[config.mk]
export PLATFORM = sky130hd
export DESIGN_NAME = mipsCore
export DESIGN_NICKNAME = d
export VERILOG_FILES = /design/src/logic/mipsIsaPkg.sv /design/src/logic/mipsCtrlPkg.sv /design/src/logic/decodeBus.sv /design/src/logic/fetchUnit.sv /design/src/logic/decodeUnit.sv /design/src/logic/regFile.sv /design/src/logic/executeUnit.sv /design/src/logic/mipsCore.sv
export SDC_FILE = /design/constraint.sdc
export NUM_CORES = 2
export LEC_CHECK = 0
export BUFFER_PORTS_ARGS = -buffer_cell sky130_fd_sc_hd__buf_2
export CORE_MARGIN = 4
export CORE_UTILIZATION = 64
export CTS_CLUSTER_DIAMETER = 150
export DETAILED_ROUTE_END_ITERATION = 6
export PLACE_DENSITY = 0.81
export SKIP_LAST_GASP = 1
export SLEW_MARGIN = 30
export SYNTH_ARGS = -nofsm -noshare
export SYNTH_HDL_FRONTEND = slang
export SYNTH_HIERARCHICAL = 1
export SYNTH_SLANG_ARGS = --single-unit
[constraint.sdc]
create_clock -name clk -period 9.3 [get_ports clk]
set_clock_uncertainty 0.1 [all_clocks]
set_input_delay 1.86 -clock clk [delete_from_list [all_inputs] [get_ports clk]]
set_output_delay 1.86 -clock clk [all_outputs]
set_load 0.02 [all_outputs]
[src/logic/mipsIsaPkg.sv]
// instruction-set constants for the single-cycle MIPS core
// data and address widths, instruction field positions,
// opcodes, R-type function codes and the link register number

package mipsIsaPkg;

  // ==========================================================================
  // widths
  // ==========================================================================
  localparam int wordBits     = 32;
  localparam int regAddrBits  = 5;
  localparam int regCount     = 32;
  localparam int dataAddrBits = 7;
  localparam int opBits       = 6;
  localparam int functBits    = 6;
  localparam int immBits      = 16;
  localparam int indexBits    = 26;

  // lsb of each instruction field
  localparam int opLsb    = 26;
  localparam int rsLsb    = 21;
  localparam int rtLsb    = 16;
  localparam int rdLsb    = 11;
  localparam int functLsb = 0;

  // ==========================================================================
  // opcodes
  // ==========================================================================
  localparam logic [opBits-1:0] opRtype = 6'b000000;
  localparam logic [opBits-1:0] opJ     = 6'b000010;
  localparam logic [opBits-1:0] opJal   = 6'b000011;
  localparam logic [opBits-1:0] opBeq   = 6'b000100;
  localparam logic [opBits-1:0] opAddi  = 6'b001000;
  localparam logic [opBits-1:0] opLw    = 6'b100011;
  localparam logic [opBits-1:0] opSw    = 6'b101011;

  // R-type function field
  localparam logic [functBits-1:0] fnJr  = 6'b001000;
  localparam logic [functBits-1:0] fnAdd = 6'b100000;
  localparam logic [functBits-1:0] fnSub = 6'b100010;
  localparam logic [functBits-1:0] fnAnd = 6'b100100;
  localparam logic [functBits-1:0] fnOr  = 6'b100101;
  localparam logic [functBits-1:0] fnSlt = 6'b101010;

  // jal return address goes here
  localparam logic [regAddrBits-1:0] regLink = 5'd31;

endpackage

[src/logic/mipsCtrlPkg.sv]
// control definitions for the single-cycle MIPS core
// decoder ALU request, ALU operation encoding
// and the packed control word passed from decode onwards

package mipsCtrlPkg;

  // ==========================================================================
  // ALU request from the main decoder
  // ==========================================================================
  typedef enum logic [1:0] {
    memAdd    = 2'b00,
    branchSub = 2'b01,
    rtypeFunc = 2'b10,
    immAdd    = 2'b11
  } aluOp_t;

  // ALU operation, classic MIPS textbook encoding
  typedef enum logic [3:0] {
    aluAnd  = 4'b0000,
    aluOr   = 4'b0001,
    aluAdd  = 4'b0010,
    aluSub  = 4'b0110,
    aluSlt  = 4'b0111,
    aluNone = 4'b1111
  } aluCtrl_t;

  // ==========================================================================
  // control word
  // ==========================================================================
  // all zero means no write anywhere, pc+4 next
  typedef struct packed {
    logic   regDst;
    logic   aluSrc;
    logic   memToReg;
    logic   regWrite;
    logic   memRead;
    logic   memWrite;
    logic   jump;
    logic   branch;
    logic   link;
    logic   jumpReg;
    aluOp_t aluOp;
  } ctrlWord_t;

endpackage

[src/logic/decodeBus.sv]
// decode to execute/fetch bus
// carries the control word, register operands,
// extended immediate, function field and jump index

interface decodeBus;

  // control for the current instruction
  mipsCtrlPkg::ctrlWord_t ctrl;

  // register operands, driven from the register file read ports
  logic [mipsIsaPkg::wordBits-1:0] rsData;
  logic [mipsIsaPkg::wordBits-1:0] rtData;

  // sign-extended 16-bit immediate
  logic [mipsIsaPkg::wordBits-1:0] immExt;

  // R-type function field
  logic [mipsIsaPkg::functBits-1:0] funct;

  // instruction index already shifted left by two
  logic [mipsIsaPkg::indexBits+1:0] jumpTarget;

  modport decoder (
    output ctrl,
    output immExt,
    output funct,
    output jumpTarget
  );

  modport execute (
    input ctrl,
    input rsData,
    input rtData,
    input immExt,
    input funct
  );

  // next-address selection only
  modport fetch (
    input ctrl,
    input rsData,
    input immExt,
    input jumpTarget
  );

endinterface

[src/logic/fetchUnit.sv]
// fetch stage of the single-cycle MIPS core
// program counter register and next-address selection
// priority is jump, taken branch, jr, then pc+4

module fetchUnit (
  input  logic                            clk,
  input  logic                            rst,
  decodeBus.fetch                         bus,
  input  logic                            branchTaken,
  output logic [mipsIsaPkg::wordBits-1:0] pc,
  output logic [mipsIsaPkg::wordBits-1:0] pcPlus4
);

  import mipsIsaPkg::*;

  logic [wordBits-1:0] branchAddr;
  logic [wordBits-1:0] jumpAddr;
  logic [wordBits-1:0] nextPc;

  // sequential address
  assign pcPlus4 = pc + 32'd4;

  // branch offset counts words
  assign branchAddr = pcPlus4 + {bus.immExt[wordBits-3:0], 2'b00};

  // j/jal stay within the current 256 MB region
  assign jumpAddr = {pcPlus4[wordBits-1:wordBits-4], bus.jumpTarget};

  // ==========================================================================
  // next-address select
  // ==========================================================================
  always_comb begin
    if (bus.ctrl.jump) begin
      nextPc = jumpAddr;
    end else if (branchTaken) begin
      nextPc = branchAddr;
    end else if (bus.ctrl.jumpReg) begin
      // jr takes rs as is
      nextPc = bus.rsData;
    end else begin
      nextPc = pcPlus4;
    end
  end

  // pc register, starts at address 0
  always_ff @(posedge clk or negedge rst) begin
    if (!rst) begin
      pc <= '0;
    end else begin
      pc <= nextPc;
    end
  end

endmodule

[src/logic/decodeUnit.sv]
// decode stage of the single-cycle MIPS core
// main control decoding, immediate sign extension,
// jump index forming and destination register select

module decodeUnit (
  input  logic [mipsIsaPkg::wordBits-1:0]    instr,
  decodeBus.decoder                          bus,
  output logic [mipsIsaPkg::regAddrBits-1:0] rsAddr,
  output logic [mipsIsaPkg::regAddrBits-1:0] rtAddr,
  output logic [mipsIsaPkg::regAddrBits-1:0] writeAddr
);

  import mipsIsaPkg::*;
  import mipsCtrlPkg::*;

  logic [opBits-1:0]      opcode;
  logic [functBits-1:0]   funct;
  logic [regAddrBits-1:0] rdAddr;
  logic [immBits-1:0]     imm;
  ctrlWord_t              ctrl;

  // ==========================================================================
  // field split
  // ==========================================================================
  assign opcode = instr[opLsb +: opBits];
  assign funct  = instr[functLsb +: functBits];
  assign rsAddr = instr[rsLsb +: regAddrBits];
  assign rtAddr = instr[rtLsb +: regAddrBits];
  assign rdAddr = instr[rdLsb +: regAddrBits];
  assign imm    = instr[immBits-1:0];

  // ==========================================================================
  // main control
  // ==========================================================================
  always_comb begin
    // unknown opcodes fall through as a no-op
    ctrl = '0;
    case (opcode)
      opRtype: begin
        ctrl.aluOp = rtypeFunc;
        if (funct == fnJr) begin
          ctrl.jumpReg = 1'b1;
        end else begin
          ctrl.regDst   = 1'b1;
          ctrl.regWrite = 1'b1;
        end
      end
      opAddi: begin
        ctrl.aluSrc   = 1'b1;
        ctrl.regWrite = 1'b1;
        ctrl.aluOp    = immAdd;
      end
      opLw: begin
        ctrl.aluSrc   = 1'b1;
        ctrl.memToReg = 1'b1;
        ctrl.regWrite = 1'b1;
        ctrl.memRead  = 1'b1;
        ctrl.aluOp    = memAdd;
      end
      opSw: begin
        ctrl.aluSrc   = 1'b1;
        ctrl.memWrite = 1'b1;
        ctrl.aluOp    = memAdd;
      end
      opBeq: begin
        // compare by subtraction in the ALU
        ctrl.branch = 1'b1;
        ctrl.aluOp  = branchSub;
      end
      opJ: begin
        ctrl.jump = 1'b1;
      end
      opJal: begin
        ctrl.jump     = 1'b1;
        ctrl.link     = 1'b1;
        ctrl.regWrite = 1'b1;
      end
      default: begin
        ctrl = '0;
      end
    endcase
  end

  assign bus.ctrl  = ctrl;
  assign bus.funct = funct;

  // sign extension
  assign bus.immExt = {{(wordBits-immBits){imm[immBits-1]}}, imm};

  // index shifted to a byte address
  assign bus.jumpTarget = {instr[indexBits-1:0], 2'b00};

  // destination: r31 for jal, rd for R-type, rt otherwise
  always_comb begin
    if (ctrl.link) begin
      writeAddr = regLink;
    end else if (ctrl.regDst) begin
      writeAddr = rdAddr;
    end else begin
      writeAddr = rtAddr;
    end
  end

endmodule

[src/logic/regFile.sv]
// register file of the single-cycle MIPS core
// 31 writable registers plus hard-wired zero,
// two combinational read ports and one write port

module regFile (
  input  logic                               clk,
  input  logic                               rst,
  input  logic                               writeEn,
  input  logic [mipsIsaPkg::regAddrBits-1:0] rsAddr,
  input  logic [mipsIsaPkg::regAddrBits-1:0] rtAddr,
  input  logic [mipsIsaPkg::regAddrBits-1:0] writeAddr,
  input  logic [mipsIsaPkg::wordBits-1:0]    writeData,
  output logic [mipsIsaPkg::wordBits-1:0]    rsData,
  output logic [mipsIsaPkg::wordBits-1:0]    rtData
);

  import mipsIsaPkg::*;

  // no storage behind register 0
  logic [wordBits-1:0] regs [1:regCount-1];

  // ==========================================================================
  // write port
  // ==========================================================================
  always_ff @(posedge clk or negedge rst) begin
    if (!rst) begin
      for (int i = 1; i < regCount; i++) begin
        regs[i] <= '0;
      end
    end else if (writeEn && (writeAddr != '0)) begin
      // writes to r0 are dropped
      regs[writeAddr] <= writeData;
    end
  end

  // ==========================================================================
  // read ports
  // ==========================================================================
  always_comb begin
    if (rsAddr == '0) begin
      rsData = '0;
    end else begin
      rsData = regs[rsAddr];
    end
  end

  always_comb begin
    if (rtAddr == '0) begin
      rtData = '0;
    end else begin
      rtData = regs[rtAddr];
    end
  end

endmodule

[src/logic/executeUnit.sv]
// execute stage of the single-cycle MIPS core
// ALU control, second-operand select,
// ALU and the beq branch decision

module executeUnit (
  decodeBus.execute                       bus,
  output logic [mipsIsaPkg::wordBits-1:0] aluResult,
  output logic                            branchTaken
);

  import mipsIsaPkg::*;
  import mipsCtrlPkg::*;

  aluCtrl_t            aluCtrl;
  logic [wordBits-1:0] opA;
  logic [wordBits-1:0] opB;

  // ==========================================================================
  // ALU control
  // ==========================================================================
  always_comb begin
    case (bus.ctrl.aluOp)
      memAdd:    aluCtrl = aluAdd;
      immAdd:    aluCtrl = aluAdd;
      branchSub: aluCtrl = aluSub;
      rtypeFunc: begin
        // jr and anything unsupported land on aluNone
        case (bus.funct)
          fnAdd:   aluCtrl = aluAdd;
          fnSub:   aluCtrl = aluSub;
          fnAnd:   aluCtrl = aluAnd;
          fnOr:    aluCtrl = aluOr;
          fnSlt:   aluCtrl = aluSlt;
          default: aluCtrl = aluNone;
        endcase
      end
      default:   aluCtrl = aluNone;
    endcase
  end

  // operands
  assign opA = bus.rsData;
  assign opB = bus.ctrl.aluSrc ? bus.immExt : bus.rtData;

  // ==========================================================================
  // ALU
  // ==========================================================================
  always_comb begin
    case (aluCtrl)
      aluAdd:  aluResult = opA + opB;
      aluSub:  aluResult = opA - opB;
      aluAnd:  aluResult = opA & opB;
      aluOr:   aluResult = opA | opB;
      // signed compare
      aluSlt:  aluResult = {{(wordBits-1){1'b0}}, ($signed(opA) < $signed(opB))};
      default: aluResult = '0;
    endcase
  end

  // beq: rs - rt came out zero
  assign branchTaken = bus.ctrl.branch && (aluResult == '0);

endmodule

[src/logic/mipsCore.sv]
// top level of the single-cycle MIPS core
// wires fetch, decode, register file and execute stages,
// selects the write-back value and drives the data SRAM strobes

module mipsCore (
  input  logic                                clk,
  input  logic                                rst,
  output logic [mipsIsaPkg::wordBits-1:0]     instrAddr,
  input  logic [mipsIsaPkg::wordBits-1:0]     instr,
  output logic [mipsIsaPkg::wordBits-1:0]     regWriteData,
  input  logic [mipsIsaPkg::wordBits-1:0]     memReadData,
  output logic                                memCen,
  output logic                                memWen,
  output logic [mipsIsaPkg::dataAddrBits-1:0] memAddr,
  output logic [mipsIsaPkg::wordBits-1:0]     memWriteData
);

  import mipsIsaPkg::*;

  logic [wordBits-1:0]    pc;
  logic [wordBits-1:0]    pcPlus4;
  logic [regAddrBits-1:0] rsAddr;
  logic [regAddrBits-1:0] rtAddr;
  logic [regAddrBits-1:0] writeAddr;
  logic [wordBits-1:0]    rsData;
  logic [wordBits-1:0]    rtData;
  logic [wordBits-1:0]    aluResult;
  logic                   branchTaken;
  logic [wordBits-1:0]    writeData;

  decodeBus bus ();

  // ==========================================================================
  // stages
  // ==========================================================================
  fetchUnit uFetch (
    .clk         (clk),
    .rst         (rst),
    .bus         (bus.fetch),
    .branchTaken (branchTaken),
    .pc          (pc),
    .pcPlus4     (pcPlus4)
  );

  decodeUnit uDecode (
    .instr     (instr),
    .bus       (bus.decoder),
    .rsAddr    (rsAddr),
    .rtAddr    (rtAddr),
    .writeAddr (writeAddr)
  );

  regFile uRegFile (
    .clk       (clk),
    .rst       (rst),
    .writeEn   (bus.ctrl.regWrite),
    .rsAddr    (rsAddr),
    .rtAddr    (rtAddr),
    .writeAddr (writeAddr),
    .writeData (writeData),
    .rsData    (rsData),
    .rtData    (rtData)
  );

  // register operands onto the bus
  assign bus.rsData = rsData;
  assign bus.rtData = rtData;

  executeUnit uExecute (
    .bus         (bus.execute),
    .aluResult   (aluResult),
    .branchTaken (branchTaken)
  );

  // ==========================================================================
  // write-back and data memory
  // ==========================================================================
  // lw data, jal return address, else ALU
  always_comb begin
    if (bus.ctrl.memToReg) begin
      writeData = memReadData;
    end else if (bus.ctrl.link) begin
      writeData = pcPlus4;
    end else begin
      writeData = aluResult;
    end
  end

  assign regWriteData = writeData;
  assign instrAddr    = pc;

  // strobes active low, chip enable on lw and sw only
  assign memCen       = ~(bus.ctrl.memRead | bus.ctrl.memWrite);
  assign memWen       = ~bus.ctrl.memWrite;
  // word address from the byte sum
  assign memAddr      = aluResult[dataAddrBits+1:2];
  assign memWriteData = rtData;

endmodule

==> out/qor.txt <==
Count of buffers from port buffering: 170
Leakage power: 35.12 nW
GRT Total Usage: 43.26%
DIE WIDTH: 326.6 um
Failing checks: DRC
CP Class: in2out
Die Area: 106,600 um2
Post-synth ARST share: 100.0%
Final WL: 238.5 mm
Max Fclk: 0.1077 GHz
CP Max Fanout: 19
Clk pin slew, worst setup/hold paths: 0.06 ns
Reg area: 25,620 um2
Max VDD drop: 0.0001648 V
Final Wtd Congestion: 1.002
CTS tree: built
Cell variety after synth: 108
Initial Util: 64.67%
Final core occ: 73.12%
Rows: 116
Leading cell type in the layout, fill and taps excluded: mux2_2
Critical path arrival: 7.32 ns
Most frequent cells in the layout: mux2_2 (1,044), dfrtp_1 (1,024), mux2i_1 (669), buf_4 (473), o22ai_1 (304)
Worst slew margin: 35.90%
WL per Instance: 32.52 um
Largest net degree at the start of global routing: 183
Post-DP HPWL: 155.9 mm
Yosys warning total: 6
Number of flops mapped to enable cells by yosys: 0
Yosys reg bits: 1,024
DRT iter0 DRCs: 7,047
Internal power: 8.785 mW
Worst-Margin Slew: 0.9615 ns
IO Pins: 171
Combinational share of power: 28.3%
Total clock sinks: 1,024
Initial antenna violation count: 11
Setup violations, final: 0
Layout Area Growth over Synthesis: 13.07%
Clock network fraction of total power: 33.5%
Via density: 7.271
Area of the multi-input gates: 36,480 um2
Max stage delay on crit path: 0.59 ns
Sequential fraction of the synthesis area: 39.45%
Max Cap Viol: 0
Sequential Power Share: 38.2%
Post-route ant nets: 0
Status: complete, but fails checks
Max Root-Sink Buffers: 3
Final #Nets: 6,106
Height of the die: 326.6 um
Sw Ratio: 34.05%
Mapped Area: 64,950 um2
Avg Cell Area, Syn: 11.44 um2
CTS Buf Count: 106
Post-CTS Hold Fix Bufs: 0
Post-Layout Cell Count: 7,333
DR DRC count: 16
Fin. Hold Viols: 0
Fraction of layout cells with a size suffix above 1: 37.44%
Root Driver: clkbuf_16
P_sw: 4.536 mW
First-pass GRT wire length: 346.3 mm
PwrDens: 181.4 nW/um2
Number of H-tree levels: 3
RSZ-0062 raised after global routing: true
Core area: 100,400 um2
Worst EP required: 7.34 ns
Slowest-stage cell, CP: nor4_4
Vias in the first global route: 53,830
Final slew viol count: 0
Total grt overflow: 0
Placed cells: 7,124
Cells after Synth: 5,678
Clock Latency Late Sink: 0.74 ns
Final Cycle Share: 99.81%
CP Launch Type: input pin
Hold crit path type: reg2reg
CP Capture Type: output pin
Routed vias: 53,320
Final min period: 9.282 ns
Drt pass-1 iters: 7
Layout filler cell count: 6,620
Top_reg_cell synth: dfrtp_1
-- synthesized netlist by cell type (all sizes together) (59+ instances only) --
cell type  instances  area [um2]
nand2            169       636.9
clkbuf           232       870.8
nor3             166       835.8
a211oi            87       653.1
ha               147        1839
nor2             109       409.1
buf              364        2236
mux2i            677        6777
mux4             128        2883
mux2            1123       12650
o21ai            119       603.1
nor2b             59       369.1
a21oi            176       888.4
dfrtp           1024       25620
inv              119       446.7
o22ai            305        1908
a22oi             65       488.0
-- critical path: cells and delay by family --
family | cells | cell delay, ns
AOI/OAI and AO/OA | 8 | 1.70
adders and majority gates | 2 | 0.55
buffers and inverters | 8 | 1.19
muxes | 3 | 0.79
and+or+nand+nor | 5 | 1.20
-- routing by layer --
| layer | global-route usage [%] | up-vias | share of wire (%) |
|---|---|---|---|
| met5 | 0 | - | 0.055 |
| met4 | 28.41 | 18 | 7.7 |
| met3 | 15.16 | 1085 | 13 |
| met2 | 64.62 | 3978 | 44 |
| met1 | 53.39 | 26550 | 36 |
| li1 | - | 21690 | - |
-- registers in the layout, summed over array words and instances, names as in the netlist --
name,cells
uFetch/pc,32
uRegFile/regs,992
-- power groups by stage --
stage	logic, mW	registers, mW	clock network (mW)
after global routing	3.95	5.12	4.66
final	3.77	5.09	4.46
after CTS	3.61	5.07	4.46
after floorplan	2.17	5.10	0
after global placement	3.52	5.11	0
after detailed placement	3.57	5.14	0
-- layout make-up --
cell class / count / area share (%)
Antenna cell: 4 / 0.01363
Clock buffer: 152 / 4.150
Clock inverter: 38 / 0.7309
Inverter: 120 / 0.6134
Multi-Input combinational cell: 3939 / 49.67
Sequential cell: 1024 / 34.89
Tap cell: 1357 / 2.312
Timing Repair Buffer: 699 / 7.618
-- through the flow --
stage / instance area, um2 / setup TNS (ns) / worst slack (ns) / power [mW] / hold slack (ns)
floorplan: 64950 / 0 / 0.07234 / 7.269 / 0.3699
global placement: 69250 / -6.460 / -0.5140 / 8.628 / 0.3854
detailed placement: 69270 / -2.107 / -0.3877 / 8.712 / 0.3937
CTS: 72930 / 0 / 0.006035 / 13.14 / 0.4067
global route: 73430 / -0.3448 / -0.07722 / 13.73 / 0.4245
finish: 73440 / 0 / 0.01790 / 13.32 / 0.4131
-- repair_timing --
| item | CTS | global route |
|---|---|---|
| cloned | 0 | 2 |
| setup buffers | 1 | 10 |
| endpoints found under the setup margin | 12 | 14 |
| resized for setup | 11 | 58 |
| pin swaps | 1 | 11 |
-- path summary, 6_finish.rpt --
check | slack, ns | to | start | cells after the start
max | 0.02 | regWriteData[22] | instr[16] | 26
max reg2reg | 1.96 | uFetch/pc[6] | uRegFile/regs[544] | 25
min in group asynchronous | 1.00 | uRegFile/regs[101] | rst | 1
max in group asynchronous | 5.88 | uRegFile/regs[927] | rst | 3
min | 0.41 | uRegFile/regs[54] | uRegFile/regs[54] | 1
min reg2reg | 0.41 | uRegFile/regs[54] | uRegFile/regs[54] | 1
-- kinds of logic (layout without fill, tap and decap cells) --
logic type,after synthesis,in the layout,share of synthesized area [%]
adder cells (fa/ha/maj),150,150,2.924
multiplexers,1928,1928,34.34
AND/OR/NAND/NOR,778,778,6.334
flip-flops,1024,1024,39.45
buffers and inverters,716,1009,5.477
AO/OA/AOI/OAI,1020,1020,10.63
XOR/XNOR,61,61,0.8342
other,1,6,0.005774
(Power assumes the default switching activity.)
